File: config.mk
export PLATFORM = sky130hd
export DESIGN_NAME = dispatch_top
export DESIGN_NICKNAME = d
export VERILOG_FILES = /design/src/design/dispatch_pkg.sv /design/src/design/dispatch_queue.sv /design/src/design/preg_ready_table.sv /design/src/design/recovery_fsm.sv /design/src/design/sweep_counter.sv /design/src/design/dispatch_top.sv
export SDC_FILE = /design/constraint.sdc
export NUM_CORES = 1
export LEC_CHECK = 0
export BUFFER_PORTS_ARGS = -buffer_cell sky130_fd_sc_hd__buf_2
export CAP_MARGIN = 20
export CORE_MARGIN = 5
export CORE_UTILIZATION = 52
export DETAILED_ROUTE_END_ITERATION = 10
export PLACE_DENSITY = 0.7
export SYNTH_ARGS = -nofsm -noshare
export SYNTH_HDL_FRONTEND = slang
export SYNTH_SLANG_ARGS = --single-unit
export TNS_END_PERCENT = 20
File: constraint.sdc
create_clock -name clk -period 5.5 [get_ports clk]
set_input_delay 1.375 -clock clk [delete_from_list [all_inputs] [get_ports clk]]
set_output_delay 1.375 -clock clk [all_outputs]
set_load 0.01 [all_outputs]
File: src/design/dispatch_pkg.sv
// Dispatch stage package with shared widths, vector types and the recovery state encoding
package dispatch_pkg;

	// ========================================
	// Pipeline widths
	// ========================================

	// Renamed instructions accepted from decode per cycle
	localparam int unsigned DECODE_WIDTH = 2;

	// Instructions handed to issue per cycle
	localparam int unsigned DISPATCH_WIDTH = 2;

	// Writeback ports driving wakeup
	localparam int unsigned WB_WIDTH = 2;

	// ========================================
	// Physical register file
	// ========================================

	localparam int unsigned PREG_NUM = 32;

	// Index width, log2 of PREG_NUM
	localparam int unsigned PREG_W = 5;

	// Opcode is carried through untouched
	localparam int unsigned OPCODE_W = 8;

	// ========================================
	// Types
	// ========================================

	typedef logic [PREG_W-1:0] preg_idx_t;

	typedef logic [OPCODE_W-1:0] opcode_t;

	// Flush recovery sequence
	// RUN normal dispatch, SWEEP walks ready table, RESUME one settle cycle
	typedef enum logic [1:0] {
		RUN    = 2'd0,
		SWEEP  = 2'd1,
		RESUME = 2'd2
	} rec_state_t;

endpackage

File: src/design/dispatch_queue.sv
// Circular dispatch queue, two in and two out per cycle, with writeback wakeup of sources
module dispatch_queue #(
	// Must be a power of two, pointers wrap naturally
	parameter int unsigned QUEUE_DEPTH = 8
) (
	input  logic                                                   clk,
	input  logic                                                   rst_n,
	input  logic                                                   flush_i,
	// Decode side
	input  logic [dispatch_pkg::DECODE_WIDTH-1:0]                  wr_valid_i,
	input  dispatch_pkg::opcode_t   [dispatch_pkg::DECODE_WIDTH-1:0] wr_opcode_i,
	input  dispatch_pkg::preg_idx_t [dispatch_pkg::DECODE_WIDTH-1:0] wr_pdest_i,
	input  dispatch_pkg::preg_idx_t [dispatch_pkg::DECODE_WIDTH-1:0] wr_src0_i,
	input  dispatch_pkg::preg_idx_t [dispatch_pkg::DECODE_WIDTH-1:0] wr_src1_i,
	input  logic [dispatch_pkg::DECODE_WIDTH-1:0]                  wr_src0_rdy_i,
	input  logic [dispatch_pkg::DECODE_WIDTH-1:0]                  wr_src1_rdy_i,
	input  logic                                                   write_block_i,
	output logic                                                   wr_ready_o,
	// Issue side
	output logic [dispatch_pkg::DISPATCH_WIDTH-1:0]                rd_valid_o,
	output dispatch_pkg::opcode_t   [dispatch_pkg::DISPATCH_WIDTH-1:0] rd_opcode_o,
	output dispatch_pkg::preg_idx_t [dispatch_pkg::DISPATCH_WIDTH-1:0] rd_pdest_o,
	output dispatch_pkg::preg_idx_t [dispatch_pkg::DISPATCH_WIDTH-1:0] rd_src0_o,
	output dispatch_pkg::preg_idx_t [dispatch_pkg::DISPATCH_WIDTH-1:0] rd_src1_o,
	output logic [dispatch_pkg::DISPATCH_WIDTH-1:0]                rd_src0_rdy_o,
	output logic [dispatch_pkg::DISPATCH_WIDTH-1:0]                rd_src1_rdy_o,
	input  logic [dispatch_pkg::DISPATCH_WIDTH-1:0]                rd_ready_i,
	// Wakeup
	input  logic [dispatch_pkg::WB_WIDTH-1:0]                      wb_valid_i,
	input  dispatch_pkg::preg_idx_t [dispatch_pkg::WB_WIDTH-1:0]   wb_pdest_i
);

	localparam int unsigned PTR_W = $clog2(QUEUE_DEPTH);
	localparam int unsigned CNT_W = $clog2(QUEUE_DEPTH + 1);

	// Entry storage
	dispatch_pkg::opcode_t   ent_opcode   [QUEUE_DEPTH];
	dispatch_pkg::preg_idx_t ent_pdest    [QUEUE_DEPTH];
	dispatch_pkg::preg_idx_t ent_src0     [QUEUE_DEPTH];
	dispatch_pkg::preg_idx_t ent_src1     [QUEUE_DEPTH];
	logic                    ent_src0_rdy [QUEUE_DEPTH];
	logic                    ent_src1_rdy [QUEUE_DEPTH];

	logic [PTR_W-1:0] head_q;
	logic [PTR_W-1:0] tail_q;
	logic [CNT_W-1:0] cnt_q;

	logic [dispatch_pkg::DECODE_WIDTH-1:0] wr_fire;
	logic [dispatch_pkg::DISPATCH_WIDTH-1:0] rd_fire;
	logic [CNT_W-1:0] wr_cnt;
	logic [CNT_W-1:0] rd_cnt;
	logic [PTR_W-1:0] wr_idx [dispatch_pkg::DECODE_WIDTH];
	logic [PTR_W-1:0] rd_idx [dispatch_pkg::DISPATCH_WIDTH];

	// ========================================
	// Write side
	// ========================================

	// Room for a whole group, blocked during sweep
	assign wr_ready_o = (cnt_q <= CNT_W'(QUEUE_DEPTH - dispatch_pkg::DECODE_WIDTH))
		&& !write_block_i;
	assign wr_fire = wr_valid_i & {dispatch_pkg::DECODE_WIDTH{wr_ready_o}};
	assign wr_cnt  = CNT_W'($countones(wr_fire));

	for (genvar i = 0; i < dispatch_pkg::DECODE_WIDTH; i++) begin : gen_wr_idx
		// Slots are packed, so slot i lands at tail plus i
		assign wr_idx[i] = tail_q + PTR_W'(i);
	end

	// ========================================
	// Read side
	// ========================================

	for (genvar i = 0; i < dispatch_pkg::DISPATCH_WIDTH; i++) begin : gen_rd
		assign rd_idx[i]        = head_q + PTR_W'(i);
		assign rd_valid_o[i]    = cnt_q > CNT_W'(i);
		assign rd_opcode_o[i]   = ent_opcode[rd_idx[i]];
		assign rd_pdest_o[i]    = ent_pdest[rd_idx[i]];
		assign rd_src0_o[i]     = ent_src0[rd_idx[i]];
		assign rd_src1_o[i]     = ent_src1[rd_idx[i]];
		assign rd_src0_rdy_o[i] = ent_src0_rdy[rd_idx[i]];
		assign rd_src1_rdy_o[i] = ent_src1_rdy[rd_idx[i]];
	end

	assign rd_fire = rd_valid_o & rd_ready_i;
	assign rd_cnt  = CNT_W'($countones(rd_fire));

	// ========================================
	// Entry update
	// ========================================

	always_ff @(posedge clk) begin
		// Wakeup first over every stored entry
		for (int i = 0; i < QUEUE_DEPTH; i++) begin
			for (int j = 0; j < dispatch_pkg::WB_WIDTH; j++) begin
				if (wb_valid_i[j] && (ent_src0[i] == wb_pdest_i[j])) begin
					ent_src0_rdy[i] <= 1'b1;
				end
				if (wb_valid_i[j] && (ent_src1[i] == wb_pdest_i[j])) begin
					ent_src1_rdy[i] <= 1'b1;
				end
			end
		end
		// New entries override, their bits already carry the bypass
		for (int i = 0; i < dispatch_pkg::DECODE_WIDTH; i++) begin
			if (wr_fire[i]) begin
				ent_opcode[wr_idx[i]]   <= wr_opcode_i[i];
				ent_pdest[wr_idx[i]]    <= wr_pdest_i[i];
				ent_src0[wr_idx[i]]     <= wr_src0_i[i];
				ent_src1[wr_idx[i]]     <= wr_src1_i[i];
				ent_src0_rdy[wr_idx[i]] <= wr_src0_rdy_i[i];
				ent_src1_rdy[wr_idx[i]] <= wr_src1_rdy_i[i];
			end
		end
	end

	// Pointers and occupancy
	always_ff @(posedge clk or negedge rst_n) begin
		if (!rst_n) begin
			head_q <= '0;
			tail_q <= '0;
			cnt_q  <= '0;
		end else if (flush_i) begin
			// Flush drops everything, same-cycle writes included
			head_q <= '0;
			tail_q <= '0;
			cnt_q  <= '0;
		end else begin
			head_q <= head_q + PTR_W'(rd_cnt);
			tail_q <= tail_q + PTR_W'(wr_cnt);
			cnt_q  <= cnt_q + wr_cnt - rd_cnt;
		end
	end

	// ========================================
	// Checks
	// ========================================

	a_cnt_bound: assert property (@(posedge clk) disable iff (!rst_n)
		cnt_q <= CNT_W'(QUEUE_DEPTH));

	// Issue consumes in order, a taken upper slot needs slot 0 taken too
	a_rd_in_order: assert property (@(posedge clk) disable iff (!rst_n)
		rd_fire[1] |-> rd_fire[0]);

endmodule

File: src/design/preg_ready_table.sv
// Physical register ready table with bypassed lookup, allocation clear and sweep set
module preg_ready_table (
	input  logic                                                     clk,
	input  logic                                                     rst_n,
	// Lookup per decode slot
	input  dispatch_pkg::preg_idx_t [dispatch_pkg::DECODE_WIDTH-1:0] lk_src0_i,
	input  dispatch_pkg::preg_idx_t [dispatch_pkg::DECODE_WIDTH-1:0] lk_src1_i,
	output logic [dispatch_pkg::DECODE_WIDTH-1:0]                    lk_src0_rdy_o,
	output logic [dispatch_pkg::DECODE_WIDTH-1:0]                    lk_src1_rdy_o,
	// Accepted destinations
	input  logic [dispatch_pkg::DECODE_WIDTH-1:0]                    alloc_valid_i,
	input  dispatch_pkg::preg_idx_t [dispatch_pkg::DECODE_WIDTH-1:0] alloc_pdest_i,
	// Writeback
	input  logic [dispatch_pkg::WB_WIDTH-1:0]                        wb_valid_i,
	input  dispatch_pkg::preg_idx_t [dispatch_pkg::WB_WIDTH-1:0]     wb_pdest_i,
	// Recovery sweep
	input  logic                                                     sweep_en_i,
	input  dispatch_pkg::preg_idx_t                                  sweep_idx_i
);

	// One bit per physical register
	logic [dispatch_pkg::PREG_NUM-1:0] ready_q;

	// Lookup with same-cycle writeback bypass
	always_comb begin
		for (int i = 0; i < dispatch_pkg::DECODE_WIDTH; i++) begin
			lk_src0_rdy_o[i] = ready_q[lk_src0_i[i]];
			lk_src1_rdy_o[i] = ready_q[lk_src1_i[i]];
			for (int j = 0; j < dispatch_pkg::WB_WIDTH; j++) begin
				if (wb_valid_i[j] && (wb_pdest_i[j] == lk_src0_i[i])) begin
					lk_src0_rdy_o[i] = 1'b1;
				end
				if (wb_valid_i[j] && (wb_pdest_i[j] == lk_src1_i[i])) begin
					lk_src1_rdy_o[i] = 1'b1;
				end
			end
		end
	end

	// Later assignments win: alloc clear, then wb set, then sweep set
	always_ff @(posedge clk or negedge rst_n) begin
		if (!rst_n) begin
			ready_q <= '1;
		end else begin
			for (int i = 0; i < dispatch_pkg::DECODE_WIDTH; i++) begin
				if (alloc_valid_i[i]) begin
					ready_q[alloc_pdest_i[i]] <= 1'b0;
				end
			end
			for (int j = 0; j < dispatch_pkg::WB_WIDTH; j++) begin
				if (wb_valid_i[j]) begin
					ready_q[wb_pdest_i[j]] <= 1'b1;
				end
			end
			if (sweep_en_i) begin
				ready_q[sweep_idx_i] <= 1'b1;
			end
		end
	end

	// Decode must be held off by the top while the sweep runs
	a_no_alloc_in_sweep: assert property (@(posedge clk) disable iff (!rst_n)
		sweep_en_i |-> !(|alloc_valid_i));

endmodule

File: src/design/recovery_fsm.sv
// Flush recovery FSM, sweeps the ready table and blocks decode until done
module recovery_fsm (
	input  logic clk,
	input  logic rst_n,
	input  logic flush_i,
	input  logic sweep_last_i,
	output logic sweep_en_o,
	output logic write_block_o,
	output logic recovering_o
);

	dispatch_pkg::rec_state_t state_q;
	dispatch_pkg::rec_state_t state_d;

	always_comb begin
		state_d = state_q;
		case (state_q)
			dispatch_pkg::RUN: begin
				if (flush_i) begin
					state_d = dispatch_pkg::SWEEP;
				end
			end
			dispatch_pkg::SWEEP: begin
				// Flush here restarts the counter, state holds
				if (!flush_i && sweep_last_i) begin
					state_d = dispatch_pkg::RESUME;
				end
			end
			dispatch_pkg::RESUME: begin
				state_d = flush_i ? dispatch_pkg::SWEEP : dispatch_pkg::RUN;
			end
			default: state_d = dispatch_pkg::RUN;
		endcase
	end

	always_ff @(posedge clk or negedge rst_n) begin
		if (!rst_n) begin
			state_q <= dispatch_pkg::RUN;
		end else begin
			state_q <= state_d;
		end
	end

	// Decode stays blocked in SWEEP only
	assign sweep_en_o    = (state_q == dispatch_pkg::SWEEP);
	assign write_block_o = (state_q == dispatch_pkg::SWEEP);
	assign recovering_o  = (state_q == dispatch_pkg::SWEEP);

	// Counter sits at its last index only while a sweep runs
	a_last_in_sweep: assert property (@(posedge clk) disable iff (!rst_n)
		sweep_last_i |-> sweep_en_o);

	// A sweep that reaches RESUME ran for at least every register
	a_sweep_length: assert property (@(posedge clk) disable iff (!rst_n)
		$rose(state_q == dispatch_pkg::RESUME)
		|-> $past(sweep_en_o, dispatch_pkg::PREG_NUM));

endmodule

File: src/design/sweep_counter.sv
// Sweep counter that walks every physical register index during flush recovery
module sweep_counter (
	input  logic                    clk,
	input  logic                    rst_n,
	input  logic                    restart_i,
	input  logic                    sweep_en_i,
	output dispatch_pkg::preg_idx_t sweep_idx_o,
	output logic                    sweep_last_o
);

	dispatch_pkg::preg_idx_t idx_q;

	// Restart beats enable so a repeated flush begins again at zero
	always_ff @(posedge clk or negedge rst_n) begin
		if (!rst_n) begin
			idx_q <= '0;
		end else if (restart_i) begin
			idx_q <= '0;
		end else if (sweep_en_i) begin
			// Wraps to zero after the last register
			idx_q <= idx_q + dispatch_pkg::PREG_W'(1);
		end
	end

	assign sweep_idx_o = idx_q;

	// Last register of the file
	assign sweep_last_o = (idx_q == dispatch_pkg::PREG_W'(dispatch_pkg::PREG_NUM - 1));

endmodule

File: src/design/dispatch_top.sv
// Dispatch stage top, queue plus physical register ready table and flush recovery
module dispatch_top (
	input  logic                                                       clk,
	input  logic                                                       rst_n,
	// Decode side
	input  logic [dispatch_pkg::DECODE_WIDTH-1:0]                      wr_valid_i,
	input  dispatch_pkg::opcode_t   [dispatch_pkg::DECODE_WIDTH-1:0]   wr_opcode_i,
	input  dispatch_pkg::preg_idx_t [dispatch_pkg::DECODE_WIDTH-1:0]   wr_pdest_i,
	input  dispatch_pkg::preg_idx_t [dispatch_pkg::DECODE_WIDTH-1:0]   wr_src0_i,
	input  dispatch_pkg::preg_idx_t [dispatch_pkg::DECODE_WIDTH-1:0]   wr_src1_i,
	output logic                                                       wr_ready_o,
	// Issue side
	output logic [dispatch_pkg::DISPATCH_WIDTH-1:0]                    rd_valid_o,
	output dispatch_pkg::opcode_t   [dispatch_pkg::DISPATCH_WIDTH-1:0] rd_opcode_o,
	output dispatch_pkg::preg_idx_t [dispatch_pkg::DISPATCH_WIDTH-1:0] rd_pdest_o,
	output dispatch_pkg::preg_idx_t [dispatch_pkg::DISPATCH_WIDTH-1:0] rd_src0_o,
	output dispatch_pkg::preg_idx_t [dispatch_pkg::DISPATCH_WIDTH-1:0] rd_src1_o,
	output logic [dispatch_pkg::DISPATCH_WIDTH-1:0]                    rd_src0_rdy_o,
	output logic [dispatch_pkg::DISPATCH_WIDTH-1:0]                    rd_src1_rdy_o,
	input  logic [dispatch_pkg::DISPATCH_WIDTH-1:0]                    rd_ready_i,
	// Writeback
	input  logic [dispatch_pkg::WB_WIDTH-1:0]                          wb_valid_i,
	input  dispatch_pkg::preg_idx_t [dispatch_pkg::WB_WIDTH-1:0]       wb_pdest_i,
	// Control
	input  logic                                                       flush_i,
	output logic                                                       recovering_o
);

	logic [dispatch_pkg::DECODE_WIDTH-1:0] src0_rdy;
	logic [dispatch_pkg::DECODE_WIDTH-1:0] src1_rdy;
	logic [dispatch_pkg::DECODE_WIDTH-1:0] alloc_valid;
	logic                                  sweep_en;
	logic                                  sweep_last;
	logic                                  write_block;
	dispatch_pkg::preg_idx_t               sweep_idx;

	// Accepted decode slots allocate their destinations
	assign alloc_valid = wr_valid_i & {dispatch_pkg::DECODE_WIDTH{wr_ready_o}};

	dispatch_queue #(
		.QUEUE_DEPTH(8)
	) u_queue (
		.clk          (clk),
		.rst_n        (rst_n),
		.flush_i      (flush_i),
		.wr_valid_i   (wr_valid_i),
		.wr_opcode_i  (wr_opcode_i),
		.wr_pdest_i   (wr_pdest_i),
		.wr_src0_i    (wr_src0_i),
		.wr_src1_i    (wr_src1_i),
		.wr_src0_rdy_i(src0_rdy),
		.wr_src1_rdy_i(src1_rdy),
		.write_block_i(write_block),
		.wr_ready_o   (wr_ready_o),
		.rd_valid_o   (rd_valid_o),
		.rd_opcode_o  (rd_opcode_o),
		.rd_pdest_o   (rd_pdest_o),
		.rd_src0_o    (rd_src0_o),
		.rd_src1_o    (rd_src1_o),
		.rd_src0_rdy_o(rd_src0_rdy_o),
		.rd_src1_rdy_o(rd_src1_rdy_o),
		.rd_ready_i   (rd_ready_i),
		.wb_valid_i   (wb_valid_i),
		.wb_pdest_i   (wb_pdest_i)
	);

	preg_ready_table u_ready (
		.clk          (clk),
		.rst_n        (rst_n),
		.lk_src0_i    (wr_src0_i),
		.lk_src1_i    (wr_src1_i),
		.lk_src0_rdy_o(src0_rdy),
		.lk_src1_rdy_o(src1_rdy),
		.alloc_valid_i(alloc_valid),
		.alloc_pdest_i(wr_pdest_i),
		.wb_valid_i   (wb_valid_i),
		.wb_pdest_i   (wb_pdest_i),
		.sweep_en_i   (sweep_en),
		.sweep_idx_i  (sweep_idx)
	);

	recovery_fsm u_recovery (
		.clk          (clk),
		.rst_n        (rst_n),
		.flush_i      (flush_i),
		.sweep_last_i (sweep_last),
		.sweep_en_o   (sweep_en),
		.write_block_o(write_block),
		.recovering_o (recovering_o)
	);

	// Every flush restarts the walk at register zero
	sweep_counter u_sweep (
		.clk         (clk),
		.rst_n       (rst_n),
		.restart_i   (flush_i),
		.sweep_en_i  (sweep_en),
		.sweep_idx_o (sweep_idx),
		.sweep_last_o(sweep_last)
	);

endmodule

==> results of run 1 <==
[worst max-delay path: stages, from the launching register on]
cell and delay [ns]:
dfrtp_4 0.50, ha_2 0.57, buf_4 0.45, mux4_2 0.56
mux2_2 0.27, buf_2 0.14
[metal layers]
| metal | global-route usage, % | vias to the layer above | part of all wire, % |
|---|---|---|---|
| met2 | 47.3 | 899 | 46 |
| met5 | 0 | - | 0 |
| met4 | 11.4 | 0 | 4.2 |
| met1 | 41.5 | 7365 | 39 |
| met3 | 6.32 | 186 | 11 |
| li1 | - | 6254 | - |
[flip-flops by register name, indices dropped and copies added, names as in the netlist]
register	count
u_queue.ent_src1_rdy	8
u_queue.ent_src0	40
u_queue.ent_src1	40
u_queue.ent_src0_rdy	8
u_ready.ready_q	32
u_recovery.state_q	2
u_queue.head_q	3
u_queue.ent_pdest	40
u_queue.ent_opcode	64
u_queue.tail_q	3
u_queue.cnt_q	4
u_sweep.sweep_idx_o	5
[through the flow]
stage | std cells | setup WS, ns | power (mW) | utilization [%] | hold slack [ns]
floorplan | 1634 | 1.90 | 4.20 | - | 0.414
global placement | 2109 | 1.66 | 4.94 | 54.8 | 0.423
detailed placement | 2109 | 1.61 | 4.99 | 54.8 | 0.437
CTS | 2161 | 1.01 | 6.87 | 57.5 | 0.445
global route | 2162 | 0.939 | 7.17 | 57.5 | 0.465
finish | 2162 | 1.04 | 6.86 | 57.5 | 0.443
[cell type report]
class                   instances  area (sq um)  area share, %
clock inverters                20           203          0.999
diodes                          1          2.50         0.0123
flip-flops and latches        249          7120           35.1
well taps                     461           577           2.84
clock buffers                  32           716           3.53
repair buffers                151           838           4.13
multi-input cells            1223         10700           52.9
inverters                      25          95.1          0.469
[final timing paths]
path / depth (start not counted) / slack (ns) / start / endpoint
max in group asynchronous: 2 / 4.07 / rst_n / u_queue.head_q[0]
min in group asynchronous: 2 / 0.94 / rst_n / u_sweep.sweep_idx_o[1]
worst min-delay path: 1 / 0.44 / u_recovery.state_q[1] / u_recovery.state_q[0]
worst max-delay path: 5 / 1.04 / u_queue.head_q[0] / rd_src0_o[6]
worst max register to register: 14 / 2.01 / u_queue.cnt_q[3] / u_queue.cnt_q[3]
worst min register to register: 1 / 0.44 / u_recovery.state_q[1] / u_recovery.state_q[0]
[kinds of logic (layout without fill, tap and decap cells)]
kind of cell	Yosys count	after routing	synth area share [%]
flip-flops	249	249	38.4
multiplexers	370	370	28.2
other	0	1	0
AO/OA/AOI/OAI	194	194	6.46
AND/OR/NAND/NOR	431	431	11.7
adder cells (fa/ha/maj)	21	21	1.58
buffers and inverters	162	228	3.81
XOR/XNOR	207	207	9.80
[report_power, final]
group | leakage, nW | internal, mW | total [mW] | switching, mW
Clock | 0.449 | 1.08 | 1.88 | 0.804
Sequential | 2.34 | 2.13 | 2.27 | 0.137
Combinational | 4.44 | 1.35 | 2.71 | 1.36
[cells in the final DEF, fill, tap and decap left out, types with 45 or more instances in the layout]
cell      synthesis  routed
mux2_2          201     201
edfxtp_1        184     184
xor2_1          155     154
nand2_1         135     135
buf_2            57     118
mux4_2          100     100
mux2i_1          63      63
nor2_1           62      62
nand3_1          58      58
xnor2_1          52      52
a21oi_1          45      45
==> flow_summary.json, run 1 <==
{
  "netlist_area_sq_um": 18500,
  "row_count": 69,
  "rsz0062_at_grt": "false",
  "path_class": "flip-flop to output port",
  "area_growth_pct": 9.62,
  "leakage_nw": 7.23,
  "ys_seq_area_share_pct": 38.4,
  "synth.area.top_cells": "edfxtp_1 30%, mux2_2 12%, mux4_2 12%",
  "hold_violations": 0,
  "end_kind": "output port",
  "postCtsSetupBuffers": 0,
  "clk_latency_ns": 0.57,
  "ys_types": 60,
  "antenna_found_initial": 1,
  "synth_top_area_share_pct": 29.9,
  "avgSynthCellArea_sq_um": 11.3,
  "wl_per_cell_um": 28.0,
  "place.gp.congestion": 0.990,
  "vdd_ir_drop_max_mv": 0.377,
  "grtUsageTotal_pct": 30.1,
  "cts_made_buffers": 28,
  "drc": 0,
  "drtAntennaViolNets": 0,
  "period_share_pct": 81.1,
  "clkSlewWorstSetupHoldPaths_ns": 0.06,
  "path_max_fanout": 23,
  "die_y_um": 199,
  "portBuffers": 118,
  "run_status": "completed",
  "setup_viol": 0,
  "drv_cap": 0,
  "synth_cells": 1634,
  "grt_max_degree": 53,
  "die_w_um": 199,
  "ys.warnings.count": 0,
  "place_hpwl_um": 40700,
  "finClkSkew_ns": 0.0134,
  "hold_path_class": "flip-flop to flip-flop",
  "drv_slew": 0,
  "firstDrtPassIters": 6,
  "cp-start-kind": "flip-flop",
  "grt_pass1_vias": 14500,
  "fillers": 2927,
  "coreArea_sq_um": 35300,
  "via_per_inst": 6.80,
  "synth_enable_flop_cells": 184,
  "synthTopCellsByCount": "201 x mux2_2, 184 x edfxtp_1, 155 x xor2_1",
  "fin_setup_tns_ns": 0,
  "synth-seq-cells": 249,
  "wl_um": 60500,
  "h-tree-depth": 1,
  "gr-total-overflow": 0,
  "cp.arrival_ns": 3.09,
  "ctsResizeCount": 0,
  "drive_gt1_share_pct": 32.5,
  "stdcell_area_sq_um": 20300,
  "die_area_sq_um": 39500,
  "ios": 119,
  "start_util_pct": 52.4,
  "slew_headroom_pct": 32.6,
  "cts_hold_buf": 0,
  "cts_root_buf": "clkbuf_16",
  "grt_pass1_wl_um": 90800,
  "worstMarginPinSlew_ns": 1.01,
  "place_area_sq_um": 19400,
  "ys_async_sr_fraction_pct": 19.7,
  "synth_flop_cell": "edfxtp_1",
  "clk_path_buf_depth": 3,
  "yosysMostFrequentCell": "mux2_2",
  "clock-sinks": 249,
  "vias": 14700,
  "cts_tree": "built",
  "nets": 1764,
  "cp.required_ns": 4.12,
  "max_freq_mhz": 224,
  "drtIter0Drc": 1991,
  "syn-num-nets": 1720,
  "yosys.area.top_type": "edfxtp_1",
  "min_period_ns": 4.46,
  "p_per_area_nw_per_um2": 338
}
Power figures use the tool's default switching activity.
==> run 2: changes to the inputs <==
clock period = 4.65 ns   (was 5.5 ns; I/O delays follow)
==> flow_summary.json, run 2 (synthesis gave the netlist of run 1 again) <==
{
  "rsz0062_at_grt": "false",
  "worstMarginPinSlew_ns": 0.940,
  "clk_latency_ns": 0.57,
  "p_switching_mw": 2.71,
  "drc": 0,
  "final_cells": 2165,
  "clkSlewWorstSetupHoldPaths_ns": 0.06,
  "pwr-share-seq_pct": 33.1,
  "drt-met1-wl_um": 22400,
  "p_per_area_nw_per_um2": 398,
  "die_y_um": 199,
  "mostFrequentLayoutCell": "mux2_2",
  "cp.arrival_ns": 2.93,
  "clkPwrFrac_pct": 27.0,
  "timing.critical_path.from": "u_queue.head_q[0]",
  "grt_max_degree": 52,
  "crit_buf_inv": 3,
  "slew_headroom_pct": 37.3,
  "cp_slowest_stage_delay_ns": 0.53,
  "reg2reg_from": "u_queue.cnt_q[3]",
  "vdd_ir_drop_max_mv": 0.331,
  "min_period_ns": 4.09,
  "run_status": "completed",
  "max_freq_mhz": 244,
  "cts_tree": "built",
  "fin_setup_tns_ns": 0,
  "drtIter0Drc": 1759,
  "row_count": 69,
  "hold_path_class": "flip-flop to flip-flop",
  "grt_pass1_vias": 14800,
  "grt_pass1_wl_um": 90100,
  "grtUsageTotal_pct": 29.8,
  "path_class": "flip-flop to output port",
  "postCtsSetupBuffers": 0,
  "rrSetupSlack_ns": 1.23,
  "end_kind": "output port",
  "cp_slowest_cell": "dfrtp_4",
  "crit_path_end": "rd_opcode_o[12]",
  "path_max_fanout": 23,
  "top_layer": "met4",
  "switching_share_pct": 33.5,
  "start_util_pct": 52.4,
  "cts_hold_buf": 0,
  "route.met3.wl_um": 7040,
  "hold_path_depth": 1,
  "crit_path_cell_trace": "ha_2, buf_4, buf_4, mux4_2, mux2_2, buf_2",
  "portBuffers": 118,
  "drv_slew": 0,
  "cp.required_ns": 3.49,
  "drv_cap": 0,
  "period_share_pct": 88.0,
  "leakage_nw": 7.26,
  "vias": 14700,
  "layout_common_cells": "201 x mux2_2, 184 x edfxtp_1, 154 x xor2_1",
  "pwr-share-comb_pct": 39.9,
  "firstDrtPassIters": 6,
  "gr-total-overflow": 0,
  "place_hpwl_um": 40600,
  "coreArea_sq_um": 35300,
  "drive_gt1_share_pct": 33.0,
  "nets": 1770,
  "crit_cells": 6,
  "diodes": 0,
  "place.gp.congestion": 0.970,
  "finClkSkew_ns": 0.0195,
  "via_per_inst": 6.81,
  "cp-start-kind": "flip-flop",
  "rr_worst_depth": 14,
  "ios": 119,
  "met2_length_um": 27700,
  "crit_top_cell": "buf_4",
  "area_growth_pct": 9.70,
  "ctsResizeCount": 0,
  "wl_per_cell_um": 27.7,
  "dp_cells": 2116,
  "h-tree-depth": 1,
  "largest_reg_flops": 64,
  "clock-sinks": 249,
  "setup_viol": 0,
  "die_w_um": 199,
  "cts_made_buffers": 27,
  "clk_path_buf_depth": 3,
  "intPower_mw": 5.37,
  "cts_root_buf": "clkbuf_16",
  "drtAntennaViolNets": 0,
  "antenna_found_initial": 0,
  "hold_violations": 0,
  "crit_family": "buffers and inverters",
  "r2r-end": "u_queue.cnt_q[3]",
  "die_area_sq_um": 39500,
  "wl_um": 60100
}
==> run 2: changes by cell type in the layout (fill, tap and decap cells not counted), moves of 2 or more <==
| cell | previous run | this run |
|---|---|---|
| clkinv_1 | 6 | 4 |
| clkinv_4 | 2 | 0 |
| clkinv_2 | 8 | 11 |
| clkbuf_1 | 4 | 1 |
| buf_4 | 33 | 40 |
==> run 2: metrics by stage <==
step	area, sq um	setup slack (ns)	hold WS [ns]	util [%]	power (mW)
after floorplan	18500	1.26	0.414	-	4.97
after CTS	20300	0.542	0.443	57.5	8.09
after detailed placement	19400	1.08	0.434	55.0	5.92
after global placement	19400	1.13	0.423	55.0	5.86
final	20300	0.556	0.438	57.5	8.08
after global routing	20300	0.458	0.470	57.5	8.44
==> run 2: layer usage <==
layer  global-route usage, %  vias up
li1                        -     6252
met1                    39.6     7232
met2                    47.4     1027
met3                    6.61      233
met4                    12.9        0
met5                       0        -
==> run 2: power groups by stage <==
stage	clock network, mW	logic, mW	registers, mW
3_5_place_dp	0	3.21	2.70
3_3_place_gp	0	3.16	2.70
6_report	2.18	3.22	2.68
2_1_floorplan	0	2.35	2.62
4_1_cts	2.20	3.24	2.66
5_1_grt	2.30	3.46	2.68
==> run 2: worst min path at each step <==
stage / start / end / slack, ns
after floorplan: u_recovery.state_q[1] / u_recovery.state_q[0] / 0.41
after global placement: u_recovery.state_q[1] / u_recovery.state_q[0] / 0.42
after detailed placement: u_recovery.state_q[1] / u_recovery.state_q[0] / 0.43
after CTS: u_recovery.state_q[1] / u_recovery.state_q[0] / 0.44
after global routing: u_recovery.state_q[1] / u_recovery.state_q[0] / 0.47
final: u_recovery.state_q[1] / u_recovery.state_q[0] / 0.44
==> run 2: layout make-up <==
| class | instances | area, sq um |
|---|---|---|
| Clock buffer | 29 | 693 |
| Clock inverter | 20 | 190 |
| Fill cell | 2902 | 15000 |
| Inverter | 25 | 95.1 |
| Multi-Input combinational cell | 1223 | 10700 |
| Sequential cell | 249 | 7120 |
| Tap cell | 461 | 577 |
| Timing Repair Buffer | 158 | 891 |
==> run 2: worst reg2reg max path, stage by stage, from the launching register on <==
cell and delay (ns):
dfrtp_1 0.36, inv_1 0.07, ha_1 0.19, and3b_2 0.24, o211ai_1 0.64, inv_2 0.17, ha_1 0.25, inv_1 0.10
fa_1 0.41, inv_1 0.12, ha_1 0.24, a21o_1 0.15, a21oi_1 0.17, xnor2_1 0.14, nor2_1 0.05
